<file path="config.mk">
export PLATFORM = sky130hd
export DESIGN_NAME = insn_decode_top
export DESIGN_NICKNAME = d
export VERILOG_FILES = /design/src/decode_pkg.sv /design/src/apb_insn_port.sv /design/src/decode_rs2.sv /design/src/decode_stage.sv /design/src/insn_decode_top.sv /design/src/sync_fifo.sv
export SDC_FILE = /design/constraint.sdc
export NUM_CORES = 1
export LEC_CHECK = 0
export BUFFER_PORTS_ARGS = -buffer_cell sky130_fd_sc_hd__buf_2
export CORE_MARGIN = 10
export CORE_UTILIZATION = 35
export CTS_CLUSTER_SIZE = 16
export DETAILED_ROUTE_END_ITERATION = 7
export GPL_TIMING_DRIVEN = 0
export SETUP_SLACK_MARGIN = 0.5
export SYNTH_ARGS = -nofsm -noshare
export SYNTH_HDL_FRONTEND = slang
export SYNTH_SLANG_ARGS = --single-unit
</file>
<file path="constraint.sdc">
create_clock -name clk -period 7.9 [get_ports clk]
set_input_delay 0 -clock clk [delete_from_list [all_inputs] [get_ports clk]]
set_output_delay 0 -clock clk [all_outputs]
set_load 0.02 [all_outputs]
</file>
<file path="src/decode_pkg.sv">
/*
  Shared constants for the instruction decode slice.
  Holds the opcode values, the instruction field positions, the register
  number layout, the decoded record layout, the APB register map and the
  queue depths. Every other file reaches these by decode_pkg::name.
*/

package decode_pkg;

	// ========================================================================
	// Instruction word layout
	// ========================================================================

	// Instructions are fixed at 32 bits in this slice
	localparam int INSN_W = 32;

	// The opcode sits in the low bits of the word
	localparam int OPC_LSB = 0;
	localparam int OPC_W = 7;

	// Second source register field, six bits starting at bit 19
	localparam int RS2_LSB = 19;
	localparam int RS2_W = 6;

	// When this bit is set operand B is an immediate and there is no Rs2
	localparam int IMMB_BIT = 25;

	// CSR sub-function select, zero selects the register form
	localparam int CSR_SEL_LSB = 29;
	localparam int CSR_SEL_W = 3;

	// Architectural register number, the top two bits pick the bank
	localparam int AREG_W = 8;
	localparam int BANK_W = AREG_W - RS2_W;
	localparam logic [BANK_W-1:0] BANK_INT = 2'b00;
	localparam logic [BANK_W-1:0] BANK_FLT = 2'b01;

	// ========================================================================
	// Opcodes
	// ========================================================================

	// Floating point operations at four precisions
	localparam logic [OPC_W-1:0] OP_FLTH = 7'h50;
	localparam logic [OPC_W-1:0] OP_FLTS = 7'h51;
	localparam logic [OPC_W-1:0] OP_FLTD = 7'h52;
	localparam logic [OPC_W-1:0] OP_FLTQ = 7'h53;
	localparam logic [OPC_W-1:0] OP_CSR = 7'h07;
	// Signed and unsigned conditional branches
	localparam logic [OPC_W-1:0] OP_BCC8 = 7'h28;
	localparam logic [OPC_W-1:0] OP_BCC16 = 7'h29;
	localparam logic [OPC_W-1:0] OP_BCC32 = 7'h2A;
	localparam logic [OPC_W-1:0] OP_BCC64 = 7'h2B;
	localparam logic [OPC_W-1:0] OP_BCCU8 = 7'h2C;
	localparam logic [OPC_W-1:0] OP_BCCU16 = 7'h2D;
	localparam logic [OPC_W-1:0] OP_BCCU32 = 7'h2E;
	localparam logic [OPC_W-1:0] OP_BCCU64 = 7'h2F;
	// ALU operations with an immediate second operand
	localparam logic [OPC_W-1:0] OP_ADDI = 7'h04;
	localparam logic [OPC_W-1:0] OP_SUBFI = 7'h05;
	localparam logic [OPC_W-1:0] OP_CMPI = 7'h06;
	localparam logic [OPC_W-1:0] OP_ANDI = 7'h08;
	localparam logic [OPC_W-1:0] OP_ORI = 7'h09;
	localparam logic [OPC_W-1:0] OP_XORI = 7'h0A;
	localparam logic [OPC_W-1:0] OP_MULI = 7'h0C;
	localparam logic [OPC_W-1:0] OP_SHIFT = 7'h10;
	// Loads, stores and atomics
	localparam logic [OPC_W-1:0] OP_LDB = 7'h48;
	localparam logic [OPC_W-1:0] OP_LDW = 7'h4A;
	localparam logic [OPC_W-1:0] OP_LOAD = 7'h4E;
	localparam logic [OPC_W-1:0] OP_STB = 7'h38;
	localparam logic [OPC_W-1:0] OP_STW = 7'h39;
	localparam logic [OPC_W-1:0] OP_STORE = 7'h3B;
	localparam logic [OPC_W-1:0] OP_AMO = 7'h3E;
	localparam logic [OPC_W-1:0] OP_CMPSWAP = 7'h3F;

	// ========================================================================
	// Decoded record, queues and APB map
	// ========================================================================

	// Record is rs2 in 7:0, has_rs2 in 8, rs2z in 9 and the opcode in 16:10
	localparam int RESULT_W = 17;
	localparam int REC_RS2_LSB = 0;
	localparam int REC_HAS_BIT = 8;
	localparam int REC_Z_BIT = 9;
	localparam int REC_OPC_LSB = 10;

	localparam int INSN_DEPTH = 4;
	localparam int RESULT_DEPTH = 4;
	localparam int INSN_LVL_W = $clog2(INSN_DEPTH + 1);
	localparam int RES_LVL_W = $clog2(RESULT_DEPTH + 1);

	localparam int APB_ADDR_W = 4;
	localparam logic [APB_ADDR_W-1:0] ADDR_INSN = 4'h0;
	localparam logic [APB_ADDR_W-1:0] ADDR_STATUS = 4'h4;
	localparam logic [APB_ADDR_W-1:0] ADDR_RESULT = 4'h8;

	// STATUS word fields, each queue level gets a four bit slot
	localparam int ST_LVL_W = 4;
	localparam int ST_IQ_LSB = 0;
	localparam int ST_RQ_LSB = 4;
	localparam int ST_CNT_LSB = 8;
	localparam int CNT_W = 16;

endpackage

</file>
<file path="src/apb_insn_port.sv">
/*
  APB3 slave for the decode slice with no wait states.
  A write to INSN pushes the word into the instruction queue, a read of
  STATUS returns the queue levels and the decoded count, and a read of
  RESULT returns the head record and pops it. Full pushes, empty pops,
  wrong-direction accesses and unmapped addresses raise pslverr.
*/

`timescale 1ns/1ps

module apb_insn_port (
	input  logic clk,
	input  logic rst_n,
	input  logic [decode_pkg::APB_ADDR_W-1:0] paddr,
	input  logic psel,
	input  logic penable,
	input  logic pwrite,
	input  logic [decode_pkg::INSN_W-1:0] pwdata,
	output logic [decode_pkg::INSN_W-1:0] prdata,
	output logic pready,
	output logic pslverr,
	output logic insn_push,
	output logic [decode_pkg::INSN_W-1:0] insn_data,
	input  logic insn_full,
	input  logic [decode_pkg::INSN_LVL_W-1:0] insn_level,
	output logic res_pop,
	input  logic [decode_pkg::RESULT_W-1:0] res_data,
	input  logic res_empty,
	input  logic [decode_pkg::RES_LVL_W-1:0] res_level,
	input  logic [decode_pkg::CNT_W-1:0] decoded_count
);

	logic setup_q;
	logic access;
	logic sel_insn;
	logic sel_status;
	logic sel_result;
	logic unmapped;
	logic bad_dir;
	logic wr_insn;
	logic rd_result;
	logic [decode_pkg::INSN_W-1:0] status_word;

	// ========================================================================
	// Transfer phase tracking
	// ========================================================================

	// Remember that the previous cycle was a setup cycle
	// A master that holds psel and penable past the access cycle then
	// cannot push or pop a second time
	always_ff @(posedge clk or negedge rst_n)
	begin
		if (!rst_n)
			setup_q <= 1'b0;
		else
			setup_q <= psel & ~penable;
	end

	assign access = psel & penable & setup_q;

	// No wait states in this slave
	assign pready = 1'b1;

	// ========================================================================
	// Address decode and queue control
	// ========================================================================

	assign sel_insn = (paddr == decode_pkg::ADDR_INSN);
	assign sel_status = (paddr == decode_pkg::ADDR_STATUS);
	assign sel_result = (paddr == decode_pkg::ADDR_RESULT);
	assign unmapped = ~(sel_insn | sel_status | sel_result);

	// INSN is write only, STATUS and RESULT are read only
	assign bad_dir = (sel_insn & ~pwrite) | ((sel_status | sel_result) & pwrite);

	assign wr_insn = access & pwrite & sel_insn;
	assign rd_result = access & ~pwrite & sel_result;

	// The write data goes straight into the queue, a full queue drops it
	assign insn_push = wr_insn & ~insn_full;
	assign insn_data = pwdata;
	assign res_pop = rd_result & ~res_empty;

	// Error is only ever flagged in the access cycle
	assign pslverr = access & (unmapped | bad_dir | (wr_insn & insn_full) |
		(rd_result & res_empty));

	// ========================================================================
	// Read data
	// ========================================================================

	// Levels are zero extended into their four bit slots
	always_comb
	begin
		status_word = '0;
		status_word[decode_pkg::ST_IQ_LSB +: decode_pkg::ST_LVL_W] =
			decode_pkg::ST_LVL_W'(insn_level);
		status_word[decode_pkg::ST_RQ_LSB +: decode_pkg::ST_LVL_W] =
			decode_pkg::ST_LVL_W'(res_level);
		status_word[decode_pkg::ST_CNT_LSB +: decode_pkg::CNT_W] = decoded_count;
	end

	// Read data is combinational so it is valid in the access cycle
	// An empty result queue reads as zero
	always_comb
	begin
		prdata = '0;
		if (psel && !pwrite)
		begin
			if (sel_status)
				prdata = status_word;
			else if (sel_result && !res_empty)
				prdata = decode_pkg::INSN_W'(res_data);
		end
	end

endmodule

</file>
<file path="src/decode_rs2.sv">
/*
  Second source register decoder for one 32-bit instruction.
  Gives the architectural register number of operand two with its bank,
  whether the instruction reads that operand and whether it is the
  hard-wired zero register. Purely combinational.
*/

`timescale 1ns/1ps

module decode_rs2 (
	input  logic [decode_pkg::INSN_W-1:0] insn,
	output logic [decode_pkg::AREG_W-1:0] rs2,
	output logic has_rs2,
	output logic rs2z
);

	logic [decode_pkg::OPC_W-1:0] opcode;
	logic [decode_pkg::RS2_W-1:0] rs2_field;
	logic [decode_pkg::CSR_SEL_W-1:0] csr_sel;
	logic immb;

	assign opcode = insn[decode_pkg::OPC_LSB +: decode_pkg::OPC_W];
	assign rs2_field = insn[decode_pkg::RS2_LSB +: decode_pkg::RS2_W];
	assign csr_sel = insn[decode_pkg::CSR_SEL_LSB +: decode_pkg::CSR_SEL_W];
	assign immb = insn[decode_pkg::IMMB_BIT];

	always_comb
	begin
		// Unknown opcodes and immediate operand B read no register
		rs2 = '0;
		has_rs2 = 1'b0;
		if (!immb)
		begin
			case (opcode)
			decode_pkg::OP_FLTH, decode_pkg::OP_FLTS,
			decode_pkg::OP_FLTD, decode_pkg::OP_FLTQ:
			begin
				rs2 = {decode_pkg::BANK_FLT, rs2_field};
				has_rs2 = 1'b1;
			end
			// Only the register form of a CSR access reads Rs2
			decode_pkg::OP_CSR:
			begin
				rs2 = {decode_pkg::BANK_INT, rs2_field};
				has_rs2 = (csr_sel == '0);
			end
			decode_pkg::OP_BCC8, decode_pkg::OP_BCC16,
			decode_pkg::OP_BCC32, decode_pkg::OP_BCC64,
			decode_pkg::OP_BCCU8, decode_pkg::OP_BCCU16,
			decode_pkg::OP_BCCU32, decode_pkg::OP_BCCU64,
			decode_pkg::OP_SHIFT,
			decode_pkg::OP_LDB, decode_pkg::OP_LDW, decode_pkg::OP_LOAD,
			decode_pkg::OP_STB, decode_pkg::OP_STW, decode_pkg::OP_STORE,
			decode_pkg::OP_AMO, decode_pkg::OP_CMPSWAP:
			begin
				rs2 = {decode_pkg::BANK_INT, rs2_field};
				has_rs2 = 1'b1;
			end
			// The field is still mapped for ALU immediates but not read
			decode_pkg::OP_ADDI, decode_pkg::OP_SUBFI, decode_pkg::OP_CMPI,
			decode_pkg::OP_ANDI, decode_pkg::OP_ORI, decode_pkg::OP_XORI,
			decode_pkg::OP_MULI:
			begin
				rs2 = {decode_pkg::BANK_INT, rs2_field};
				has_rs2 = 1'b0;
			end
			default:
			begin
				rs2 = '0;
				has_rs2 = 1'b0;
			end
			endcase
		end
	end

	// Integer register zero reads as the constant zero
	assign rs2z = has_rs2 & (rs2 == '0);

endmodule

</file>
<file path="src/decode_stage.sv">
/*
  Decode consumer between the instruction queue and the result queue.
  Pops one instruction word, decodes operand two into a record held in a
  single output register and pushes that record into the result queue.
  Sustains one instruction per cycle and stalls while the result queue is
  full. Also counts the records it has pushed.
*/

`timescale 1ns/1ps

module decode_stage (
	input  logic clk,
	input  logic rst_n,
	input  logic insn_empty,
	input  logic [decode_pkg::INSN_W-1:0] insn_data,
	output logic insn_pop,
	input  logic res_full,
	output logic res_push,
	output logic [decode_pkg::RESULT_W-1:0] res_data,
	output logic [decode_pkg::CNT_W-1:0] decoded_count
);

	logic [decode_pkg::AREG_W-1:0] rs2;
	logic has_rs2;
	logic rs2z;
	logic [decode_pkg::RESULT_W-1:0] rec_next;
	logic [decode_pkg::RESULT_W-1:0] rec_q;
	logic out_valid;
	logic load;
	logic [decode_pkg::CNT_W-1:0] count;

	decode_rs2 u_rs2 (
		.insn(insn_data),
		.rs2(rs2),
		.has_rs2(has_rs2),
		.rs2z(rs2z)
	);

	// Pack the record fields in the layout the host reads back
	always_comb
	begin
		rec_next = '0;
		rec_next[decode_pkg::REC_RS2_LSB +: decode_pkg::AREG_W] = rs2;
		rec_next[decode_pkg::REC_HAS_BIT] = has_rs2;
		rec_next[decode_pkg::REC_Z_BIT] = rs2z;
		rec_next[decode_pkg::REC_OPC_LSB +: decode_pkg::OPC_W] =
			insn_data[decode_pkg::OPC_LSB +: decode_pkg::OPC_W];
	end

	// The record leaves whenever the result queue has room
	assign res_push = out_valid & ~res_full;

	// Register can take a new record if it is empty or draining this cycle
	assign load = ~out_valid | res_push;
	assign insn_pop = load & ~insn_empty;

	always_ff @(posedge clk)
	begin
		if (insn_pop)
			rec_q <= rec_next;
	end

	always_ff @(posedge clk or negedge rst_n)
	begin
		if (!rst_n)
		begin
			out_valid <= 1'b0;
			count <= '0;
		end
		else
		begin
			if (load)
				out_valid <= ~insn_empty;
			// Count wraps after 65535 records
			if (res_push)
				count <= count + 1'b1;
		end
	end

	assign res_data = rec_q;
	assign decoded_count = count;

endmodule

</file>
<file path="src/insn_decode_top.sv">
/*
  Top level of the instruction decode slice.
  Connects the APB slave to the instruction queue and the result queue and
  places the decode stage between the two queues. Both queues are the same
  FIFO with different payload types.
*/

`timescale 1ns/1ps

module insn_decode_top (
	input  logic clk,
	input  logic rst_n,
	input  logic [decode_pkg::APB_ADDR_W-1:0] paddr,
	input  logic psel,
	input  logic penable,
	input  logic pwrite,
	input  logic [decode_pkg::INSN_W-1:0] pwdata,
	output logic [decode_pkg::INSN_W-1:0] prdata,
	output logic pready,
	output logic pslverr
);

	// Instruction queue, written by the host and read by decode
	logic iq_push;
	logic [decode_pkg::INSN_W-1:0] iq_push_data;
	logic iq_full;
	logic iq_pop;
	logic [decode_pkg::INSN_W-1:0] iq_pop_data;
	logic iq_empty;
	logic [decode_pkg::INSN_LVL_W-1:0] iq_level;

	// Result queue, written by decode and read by the host
	logic rq_push;
	logic [decode_pkg::RESULT_W-1:0] rq_push_data;
	logic rq_full;
	logic rq_pop;
	logic [decode_pkg::RESULT_W-1:0] rq_pop_data;
	logic rq_empty;
	logic [decode_pkg::RES_LVL_W-1:0] rq_level;

	logic [decode_pkg::CNT_W-1:0] decoded_count;

	apb_insn_port u_apb (
		.clk(clk),
		.rst_n(rst_n),
		.paddr(paddr),
		.psel(psel),
		.penable(penable),
		.pwrite(pwrite),
		.pwdata(pwdata),
		.prdata(prdata),
		.pready(pready),
		.pslverr(pslverr),
		.insn_push(iq_push),
		.insn_data(iq_push_data),
		.insn_full(iq_full),
		.insn_level(iq_level),
		.res_pop(rq_pop),
		.res_data(rq_pop_data),
		.res_empty(rq_empty),
		.res_level(rq_level),
		.decoded_count(decoded_count)
	);

	sync_fifo #(
		.payload_t(logic [decode_pkg::INSN_W-1:0]),
		.DEPTH(decode_pkg::INSN_DEPTH)
	) u_insn_q (
		.clk(clk),
		.rst_n(rst_n),
		.push(iq_push),
		.push_data(iq_push_data),
		.full(iq_full),
		.pop(iq_pop),
		.pop_data(iq_pop_data),
		.empty(iq_empty),
		.level(iq_level)
	);

	decode_stage u_dec (
		.clk(clk),
		.rst_n(rst_n),
		.insn_empty(iq_empty),
		.insn_data(iq_pop_data),
		.insn_pop(iq_pop),
		.res_full(rq_full),
		.res_push(rq_push),
		.res_data(rq_push_data),
		.decoded_count(decoded_count)
	);

	sync_fifo #(
		.payload_t(logic [decode_pkg::RESULT_W-1:0]),
		.DEPTH(decode_pkg::RESULT_DEPTH)
	) u_res_q (
		.clk(clk),
		.rst_n(rst_n),
		.push(rq_push),
		.push_data(rq_push_data),
		.full(rq_full),
		.pop(rq_pop),
		.pop_data(rq_pop_data),
		.empty(rq_empty),
		.level(rq_level)
	);

endmodule

</file>
<file path="src/sync_fifo.sv">
/*
  Synchronous first-word-fall-through FIFO with a type parameter payload.
  The head entry shows on pop_data whenever empty is low and pop removes it
  at the next edge. Callers must not push while full or pop while empty.
  Serves as both the instruction queue and the decoded result queue.
*/

`timescale 1ns/1ps

module sync_fifo #(
	parameter type payload_t = logic [31:0],
	parameter int DEPTH = 4
) (
	input  logic clk,
	input  logic rst_n,
	input  logic push,
	input  payload_t push_data,
	output logic full,
	input  logic pop,
	output payload_t pop_data,
	output logic empty,
	output logic [$clog2(DEPTH+1)-1:0] level
);

	// Pointer width stays at least one bit for a single entry queue
	localparam int PTR_W = (DEPTH > 1) ? $clog2(DEPTH) : 1;
	localparam int CNT_W = $clog2(DEPTH + 1);

	payload_t mem [DEPTH];
	logic [PTR_W-1:0] wr_ptr;
	logic [PTR_W-1:0] rd_ptr;
	logic [CNT_W-1:0] count;
	logic push_ok;
	logic pop_ok;

	// Advance a pointer and wrap after the last entry, so DEPTH need not
	// be a power of two
	function automatic logic [PTR_W-1:0] next_ptr(input logic [PTR_W-1:0] p);
		if (p == PTR_W'(DEPTH - 1))
			return '0;
		else
			return p + 1'b1;
	endfunction

	// Illegal requests are dropped here so the counter never wraps
	assign push_ok = push & ~full;
	assign pop_ok = pop & ~empty;

	// Storage array, written at the tail only
	always_ff @(posedge clk)
	begin
		if (push_ok)
			mem[wr_ptr] <= push_data;
	end

	always_ff @(posedge clk or negedge rst_n)
	begin
		if (!rst_n)
		begin
			wr_ptr <= '0;
			rd_ptr <= '0;
			count <= '0;
		end
		else
		begin
			if (push_ok)
				wr_ptr <= next_ptr(wr_ptr);
			if (pop_ok)
				rd_ptr <= next_ptr(rd_ptr);
			// Simultaneous push and pop leaves the occupancy unchanged
			if (push_ok && !pop_ok)
				count <= count + 1'b1;
			else if (pop_ok && !push_ok)
				count <= count - 1'b1;
		end
	end

	// Head of queue falls through without a read cycle
	assign pop_data = mem[rd_ptr];
	assign full = (count == CNT_W'(DEPTH));
	assign empty = (count == '0);
	assign level = count;

endmodule

</file>
Yosys cells after proc, flatten, opt, wreduce, memory -nomap -nowiden
Memory sizes are Yosys's and may differ from the RTL's.
Index checks and enable logic that the tools add are counted.
{"block": "op_classes", "bitwise_logic": 37, "eq_ne": 37, "add_sub_neg": 9, "n_div": 0, "n_mux": 19, "mul": 0, "n_lt_le_gt_ge": 0, "reduce_logical": 22, "shifts": 0}
{"op": "equality test 7 x 6 -> 1 bit (second input constant)", "n": 13}
{"op": "two-way mux 32 bit", "n": 2}
{"op": "equality test 7 bit (second input constant)", "n": 7}
{"op": "equality test 7 x 3 -> 1 bit (second input constant)", "n": 4}
{"op": "equality test 7 x 4 -> 1 bit (second input constant)", "n": 4}
{"op": "OR reduction 25 bit", "n": 1}
{"op": "bitwise AND 1 bit", "n": 21}
{"op": "OR reduction 21 bit", "n": 1}
{"op": "two-way mux 17 bit", "n": 1}
{"op": "adder 16 x 1 -> 16 bit (second input constant)", "n": 1}
{"op": "one-hot mux 7 bit (2 select lines)", "n": 1}
{"op": "two-way mux 3 bit", "n": 4}
{"op": "logical NOT 3 bit", "n": 3}
{"op": "adder 2 x 1 -> 2 bit (second input constant)", "n": 4}
{"op": "equality test 2 bit (second input constant)", "n": 4}
{"op": "logical NOT 8 bit", "n": 1}
{"op": "two-way mux 2 bit", "n": 4}
{"op": "NOT 1 bit", "n": 8}
{"op": "OR 1 bit", "n": 8}
{"op": "equality test 7 x 5 -> 1 bit (second input constant)", "n": 1}
{"op": "two-way mux 7 bit", "n": 1}
{"op": "adder 3 x 1 -> 3 bit (second input constant)", "n": 2}
{"op": "equality test 3 bit (second input constant)", "n": 2}
{"op": "logical AND 1 bit", "n": 6}
{"op": "9 further kinds", "n": 20}
{"block": "word_totals", "in_bits": 41, "wordCells": 136, "ff_bits": 49, "latchBits": 0, "out_inout_bits": 34, "mem_bits_ro": 0, "memories": 2, "ram_bits": 196}
{"memory": "u_insn_q.mem", "depth": 4, "width": 32, "rd": 1, "rd_ports_with_merged_regs": 0, "write_ports": 1, "line": "sync_fifo.sv:29", "rtl": "payload_t mem [DEPTH];"}
{"memory": "u_res_q.mem", "depth": 4, "width": 17, "rd": 1, "rd_ports_with_merged_regs": 0, "write_ports": 1, "line": "sync_fifo.sv:29"}

Logic depth before layout (Yosys ltp)
Gate-level depths: netlist of the first run.
{"block": "depth", "ltp_word": 10, "mapped_depth": 10, "depth_no_buf": 10}

Cells and area by module
From an unflattened synthesis of the first run, not the netlist that was laid out.
{"block": "unflattened", "hier_cells": 539, "hier_area_um2": 10269.8}
{"mod": "sync_fifo (u_insn_q)", "n_inst": 1, "seq_area_each_um2": 4018.9, "area_each_um2": 5084.9, "cells_each": 205}
{"mod": "sync_fifo (u_res_q)", "n_inst": 1, "seq_area_each_um2": 2217.1, "area_each_um2": 2917.8, "cells_each": 126}
{"mod": "decode_stage", "n_inst": 1, "seq_area_each_um2": 935.9, "area_each_um2": 1283.7, "cells_each": 82}
{"mod": "apb_insn_port", "n_inst": 1, "seq_area_each_um2": 25.0, "area_each_um2": 695.7, "cells_each": 87}
{"mod": "decode_rs2", "n_inst": 1, "seq_area_each_um2": 0.0, "area_each_um2": 287.8, "cells_each": 39}

Worst setup path after synthesis of the first run
Ideal clock, no wire load.
{"block": "synth_timing", "path_kind": "flip-flop to flip-flop", "from": "reg u_res_q.count[2], in the netlist u_res_q.level[2]", "to": "reg u_insn_q.count[1], in the netlist u_insn_q.level[1]", "t_required_ns": 7.775, "period_less_slack_ns": 2.820, "path_stages_with_launch": 8, "path_buffers": 1, "setup_ns": 0.125, "arrival_ns": 2.695, "slack_ns": 5.080, "cell_sequence": "dfrtp_1 -> clkbuf_1 -> a31oi_1 -> inv_1 -> ha_1 -> inv_1 -> fa_1 -> mux2_2"}
{"block": "synth_via", "elab_chain_cells": 9, "word_cells_on_any_way": 11, "cone_classes": "1 x eq/ne; 1 x mux; 5 x bitwise; 4 x reduce/logical"}
{"element": "start: declaration", "line": "sync_fifo.sv:32", "rtl": "logic [CNT_W-1:0] count;"}
{"element": "start signal: assignment", "line": "sync_fifo.sv:72", "rtl": "count <= count + 1'b1;"}
{"element": "start signal: assignment", "line": "sync_fifo.sv:74", "rtl": "count <= count - 1'b1;"}
{"element": "equality test 3 bit *", "line": "sync_fifo.sv:80", "rtl": "assign full = (count == CNT_W'(DEPTH));"}
{"element": "NOT 1 bit *", "line": "decode_stage.sv:51", "rtl": "assign res_push = out_valid & ~res_full;"}
{"element": "bitwise AND 1 bit *", "line": "decode_stage.sv:51"}
{"element": "OR 1 bit *", "line": "decode_stage.sv:54", "rtl": "assign load = ~out_valid | res_push;"}
{"element": "bitwise AND 1 bit *", "line": "decode_stage.sv:55", "rtl": "assign insn_pop = load & ~insn_empty;"}
{"element": "net iq_pop", "line": "insn_decode_top.sv:27", "rtl": "logic iq_pop;"}
{"element": "bitwise AND 1 bit *", "line": "sync_fifo.sv:47", "rtl": "assign pop_ok = pop & ~empty;"}
{"element": "logical NOT 1 bit", "line": "sync_fifo.sv:71", "rtl": "if (push_ok && !pop_ok)"}
{"element": "logical AND 1 bit", "line": "sync_fifo.sv:71"}
{"element": "two-way mux 3 bit / nonzero test 2 bit (equally long branches)"}
{"element": "end signal: assignment", "line": "sync_fifo.sv:72"}
{"element": "end signal: assignment", "line": "sync_fifo.sv:74"}
{"element": "end: declaration", "line": "sync_fifo.sv:32"}
The timed path passes the listed nets; every way through them passes the cells marked *.
A chain may end at the register's enable or synchronous reset.

Final worst setup path of the first run
{"block": "layout_timing", "from": "reg u_res_q.rd_ptr[0]", "to": "out prdata[11] (netlist name)"}
{"block": "layout_via", "elab_chain_cells": 4}
{"element": "start: declaration", "line": "sync_fifo.sv:31", "rtl": "logic [PTR_W-1:0] rd_ptr;"}
{"element": "start signal: assignment", "line": "sync_fifo.sv:69", "rtl": "rd_ptr <= next_ptr(rd_ptr);"}
{"element": "memory (4 x 17 bit)"}
{"element": "two-way mux 17 bit", "line": "apb_insn_port.sv:112", "rtl": "else if (sel_result && !res_empty)"}
{"element": "two-way mux 32 bit", "line": "apb_insn_port.sv:110", "rtl": "if (sel_status)"}
{"element": "two-way mux 32 bit", "line": "apb_insn_port.sv:108", "rtl": "if (psel && !pwrite)"}
{"element": "end: declaration", "line": "insn_decode_top.sv:18", "rtl": "output logic [decode_pkg::INSN_W-1:0] prdata,"}
Every way passes these cells.

==> results of run 1 <==
-- critical path, cell delays in order, from the launching register on --
cell      delay, ps
dfrtp_1         350
clkbuf_1        560
buf_2           450
mux4_2          580
a22o_1          220
buf_2           160
-- cell families after synthesis --
| group | Yosys count |
|---|---|
| adder cells (fa/ha/maj) | 15 |
| other | 2 |
| flip-flops | 180 |
| multiplexers | 38 |
| XOR/XNOR | 21 |
| AO/OA/AOI/OAI | 36 |
| AND/OR/NAND/NOR | 104 |
| buffers and inverters | 32 |
-- final timing paths --
kind	start	endpoint
setup / recovery	u_res_q.rd_ptr[0]	prdata[11]
hold / removal	pwrite	u_res_q.rd_ptr[0]
setup reg to reg	u_res_q.level[2]	u_res_q.level[2]
hold reg to reg	u_dec.decoded_count[15]	u_dec.decoded_count[15]
max in group asynchronous	rst_n	u_res_q.wr_ptr[1]
min in group asynchronous	rst_n	u_apb.setup_q
-- state kept, by name, summed over array words and instances, names as in the netlist --
| signal | flops |
|---|---|
| u_res_q.level | 3 |
| u_insn_q.mem | 68 |
| u_apb.setup_q | 1 |
| u_insn_q.wr_ptr | 2 |
| u_dec.res_data | 16 |
| u_insn_q.rd_ptr | 2 |
| u_res_q.mem | 64 |
| u_insn_q.level | 3 |
| u_res_q.rd_ptr | 2 |
| u_dec.out_valid | 1 |
| u_dec.decoded_count | 16 |
| u_res_q.wr_ptr | 2 |
-- Yosys cell counts, drive strengths merged, types with 8 or more instances --
library cell  instances
and2                 23
inv                   9
mux4                 30
xnor2                13
ha                   13
a22o                  9
nor2                 25
xor2                  8
dfrtp                32
nand2                17
edfxtp              148
buf                  17
-- report_power, final --
part,leakage [µW],switching [µW],internal (µW)
Clock,0.000276,340,464
Combinational,0.00118,402,308
Sequential,0.00178,122,1360
Total,0.00324,863,2130
-- stage by stage --
| step | instances | power [µW] |
|---|---|---|
| floorplan | 436 | 1980 |
| global placement | 760 | 2160 |
| detailed placement | 761 | 2220 |
| CTS | 812 | 3030 |
| global route | 812 | 3160 |
| finish | 812 | 3000 |
-- layer usage --
layer	global-route usage, %	up-vias	routed length [µm]
li1	-	1828	-
met1	12.6	1950	6360
met2	16.2	78	6550
met3	2.86	7	532
met4	2.89	0	58
met5	0	-	0
-- what timing repair did --
action                                 4_1_cts  5_1_grt
hold buffers                                20        0
endpoints found under the hold margin      101        0
setup endpoints to repair                    0        0
-- cell type report --
class / instances / area (µm²) / share of cell area (%)
sequential: 180 / 5250 / 59.5
multi-input combinational: 224 / 2040 / 23.1
timing repair buffer: 70 / 457 / 5.18
clock buffer: 18 / 429 / 4.87
tap: 275 / 344 / 3.90
buffer: 23 / 139 / 1.57
clock inverter: 13 / 134 / 1.52
inverter: 9 / 33.8 / 0.383
==> flow_summary.toml, run 1 <==
[run_status]
outcome = "finished, final reports clean"

[logic_synthesis]
async_flop_share_pct = 17.8
yosys-top-cells-area = "edfxtp_1 60%, dfrtp_1 11%, mux4_2 8.8%, ha_1 2.2%, and2_1 1.9%"
synth_compound_area_share_pct = 3.79
synth_area_per_cell_um2 = 17.3
synth_top_area_share_pct = 59.9
synthMuxAreaShare_pct = 10.4
synth_area_um2 = 7420
yosysUniqueCellTypes = 52
ys_warn_count = 0
synthXorXnorAreaFrac_pct = 2.48
synth-edff-count = 148
synth_top_family_by_area = "multiplexers"
synth-seq-cells = 180
syn_inst = 428
synth-simple-area-share_pct = 7.52
ys_seq_area_share_pct = 70.7
yosys.area_share.adder_pct = 2.73
yosysTopAreaCell = "edfxtp_1"
synth_flop_cell = "edfxtp_1"

[clock_network]
numClockSinks = 180
clock_path_buffers = 2
insertion_delay_ps = 420
ctsRootBufferMaster = "clkbuf_16"
cts_buffers = 17
tritoncts = "built"
cts_resized = 0
h-tree-depth = 4
clk_pin_slew_ps = 60
cts_setup_buffers = 0

[pwr]
powerDensity_nw_per_um2 = 340
leakage_uw = 0.00324
vdd_ir_drop_max_uv = 183

[critical_path]
crit_required_ps = 7900
start_kind = "register"
worst_r2r_path_depth = 10
end_kind = "output port"
crit_type = "reg -> out"
ff2ff_setup_slack_ps = 5300
crit_arrival_ps = 2740
worst-path-max-fanout = 10

[timing]
setup_ws_ps = 5160
clock_skew_ps = 13.4
fin_crit_ps = 2740
drv_slew = 0
finalHoldViolCount = 0
max_slew.worst_pin.slew_ps = 943
holdWs_ps = 63.0
finalSetupTns_ps = 0
timing.slew.headroom_pct = 37.1
fmax_mhz = 365
finalSetupViolations = 0
grt_setup_unrepaired = "no"
finalCritPeriodShare_pct = 34.6

[grt]
grt_antenna_before_repair = 0
grtUsageTotal_pct = 9.95
grt_pass1_wl_mm = 22.0
grt_max_degree = 33
grt_pass1_vias = 4131
gr-total-overflow = 0

[layout]
fin_area_um2 = 8820
layout.nets = 581
area_growth_syn_to_layout_pct = 18.9
diodes = 0
final_common_cell = "edfxtp_1"
fillCellCount = 1937
drive_gt1_share_pct = 24.8
final_cell_mix = "148 x edfxtp_1, 52 x buf_2, 32 x dfrtp_1"
post-route-util_pct = 42.1

[floorplan]
die_w_um = 166
die_area_um2 = 27400
ios = 75
core_um2 = 21000
start_util_pct = 35.4
die_y_um = 166
fp-row-count = 53

[worst_hold_path]
holdCritPathClass = "in -> reg"
hold_depth = 3

[flow_run]
drv_cap = 0

[place]
portBuffers = 49
hpwl_mm = 9.09
post-place-ws_ps = 5310
routabilityCongestion = 0.777
placed_area_um2 = 8060

[route]
ant_nets = 0
first_pass_iters = 5
drcViolationCount = 0
wl_mm = 13.5
wl_per_cell_um = 16.6
first_iter_violations = 226
vias = 3863
avgViaCountPerCell = 4.76
Power figures use the tool's default switching activity.
==> run 2, diff against run 1 <==
clock period = 2.7 ns   (was 7.9 ns; I/O delays follow)
==> run 2 against run 1 <==
  * Total power increased to 3.2 times the previous value
  * Largest power group unchanged
  * Wire length increased by 4.5%
  * Setup slack got worse by 5000 ps
  * First-iteration DRC count is 21% lower
  * Register-to-register slack got worse by 5100 ps
  * Global-route usage up 0.55 points
  * Cell area is 5.6% higher
  * Critical path type is now reg -> reg
  * Critical endpoint is now u_dec.res_data[3]
  * Hold slack better by 12 ps
  * Critical path depth rose by 2
  * Sequential power rose to 2.9 times the previous value
  * Die area unchanged
==> flow_summary.toml, run 2 (same netlist as run 1, synthesis figures left out) <==
[worst_hold_path]
hp-start = "paddr[3]"
holdCritPathClass = "in -> reg"
hold_depth = 4
worstHoldEndpoint = "u_res_q.rd_ptr[0]"

[route]
ant_nets = 0
wl_mm = 14.1
avgViaCountPerCell = 4.77
drcViolationCount = 0
vias = 4010
first_iter_violations = 178
first_pass_iters = 4
wl_per_cell_um = 16.8

[place]
routabilityCongestion = 0.804
portBuffers = 49
hpwl_mm = 9.11

[critical_path]
crit_required_ps = 2880
reg2reg_from = "u_insn_q.rd_ptr[0]"
ff2ff_setup_slack_ps = 210
path_cells = "buf_8, mux4_2, and4b_1, a21o_1, a211oi_4, a31oi_4, and2_1"
crit_arrival_ps = 2670
slowest_delay_ps = 590
worst-path-max-fanout = 6
critPathSlowestCell = "mux4_2"
crit_type = "reg -> reg"
regToRegEndpoint = "u_dec.res_data[3]"
end_kind = "register"
start_kind = "register"
worst_r2r_path_depth = 7

[clock_network]
insertion_delay_ps = 430
ctsRootBufferMaster = "clkbuf_16"
h-tree-depth = 4
numClockSinks = 180
clk_pin_slew_ps = 70
cts_buffers = 17
clock_path_buffers = 2
tritoncts = "built"

[layout]
final_common_cell = "edfxtp_1"
fillCellCount = 1892
diodes = 0
final_cell_mix = "148 x edfxtp_1, 51 x buf_2, 37 x buf_4"
layout.nets = 609
drive_gt1_share_pct = 35.0
multi_input_area_um2 = 2160
register_area_um2 = 5250
post-route-util_pct = 44.4
top_regs = "u_insn_q.mem x68, u_res_q.mem x64"
regMostFlops = "u_insn_q.mem"
area_growth_syn_to_layout_pct = 25.5
largest_reg_flops = 68

[floorplan]
start_util_pct = 35.4
die_w_um = 166
die_y_um = 166
die_area_um2 = 27400
ios = 75
fp-row-count = 53
core_um2 = 21000

[pwr]
leakage_uw = 0.00344
vdd_ir_drop_max_uv = 563
powerDensity_nw_per_um2 = 1020

[timing]
timing.slew.headroom_pct = 41.7
finalCritPeriodShare_pct = 92.2
drv_slew = 0
fin_crit_ps = 2490
finalSetupViolations = 0
grt_setup_unrepaired = "yes"
finalSetupTns_ps = 0
clock_skew_ps = 8.08
fmax_mhz = 401
finalHoldViolCount = 0
max_slew.worst_pin.slew_ps = 874

[run_status]
outcome = "finished, final reports clean"

[grt]
grtUsageTotal_pct = 10.5
gr-total-overflow = 0
grt_antenna_before_repair = 0
grt_max_degree = 33
grt_pass1_wl_mm = 23.3
grt_pass1_vias = 4315

[flow_run]
drv_cap = 0
## run 2: changes by cell type in the layout (fill, tap and decap cells not counted), sizes merged, moves of 3 or more
cell      before  now
buf           67   97
clkinv         7    1
clkbuf        24   20
inv           12   16
clkinvlp       1    4
## run 2: how the worst max path moves through the flow
stage                       start                end  slack (ps)  depth (start not counted)
6_report       u_insn_q.rd_ptr[0]  u_dec.res_data[3]         210                          7
5_1_grt        u_insn_q.rd_ptr[0]  u_dec.res_data[9]          80                          7
4_1_cts        u_insn_q.rd_ptr[0]  u_dec.res_data[2]         270                          7
3_5_place_dp   u_insn_q.rd_ptr[1]  u_dec.res_data[9]         130                          7
3_3_place_gp   u_insn_q.rd_ptr[1]  u_dec.res_data[9]         160                          7
2_1_floorplan  u_insn_q.rd_ptr[0]  u_dec.res_data[2]         470                          7
## run 2: critical path, delay by kind of cell, from the launching register on
family | cells | cell delay [ps]
compound gates | 3 | 680
buf+inv | 1 | 150
flops | 1 | 410
mux | 1 | 590
simple gates | 2 | 410
## run 2: power by group
group | leakage, µW | internal, µW | switching [µW]
Sequential | 0.00178 | 3980 | 376
Clock | 0.000291 | 1480 | 1080
Combinational | 0.00138 | 1240 | 1340
Total | 0.00344 | 6710 | 2800
## run 2: what timing repair did
item	CTS	global route
buffers inserted	18	9
resized for setup	35	23
pin swaps	15	8
endpoints found under the hold margin	103	0
hold buffers	21	0
cloned	1	0
setup endpoints to repair	160	160
## run 2: layer usage
layer / wire length [µm] / vias up / track usage, %
met1: 6540 / 2014 / 13.3
li1: - / 1886 / -
met4: 168 / 0 / 3.24
met5: 0 / - / 0
met2: 6760 / 94 / 16.8
met3: 636 / 16 / 3.29
## run 2: area by class of cell
| class | count | area share [%] |
|---|---|---|
| Clock inverter | 15 | 2.06 |
| Timing Repair Buffer | 98 | 7.67 |
| Clock buffer | 17 | 4.57 |
| Sequential cell | 180 | 56.4 |
| Tap cell | 275 | 3.69 |
| Inverter | 9 | 0.363 |
| Buffer | 23 | 2.06 |
| Multi-Input combinational cell | 224 | 23.2 |
## run 2: metrics by stage
step / hold WS [ps] / power (µW) / std cells / worst slack [ps] / area, µm²
floorplan: -296 / 5840 / 436 / 467 / 7470
CTS: 58.0 / 9460 / 832 / 266 / 9180
global placement: 106 / 6350 / 760 / 156 / 8060
finish: 75.3 / 9510 / 841 / 209 / 9310
detailed placement: 121 / 6500 / 760 / 134 / 8060
global route: 65.7 / 10000 / 841 / 84.0 / 9310
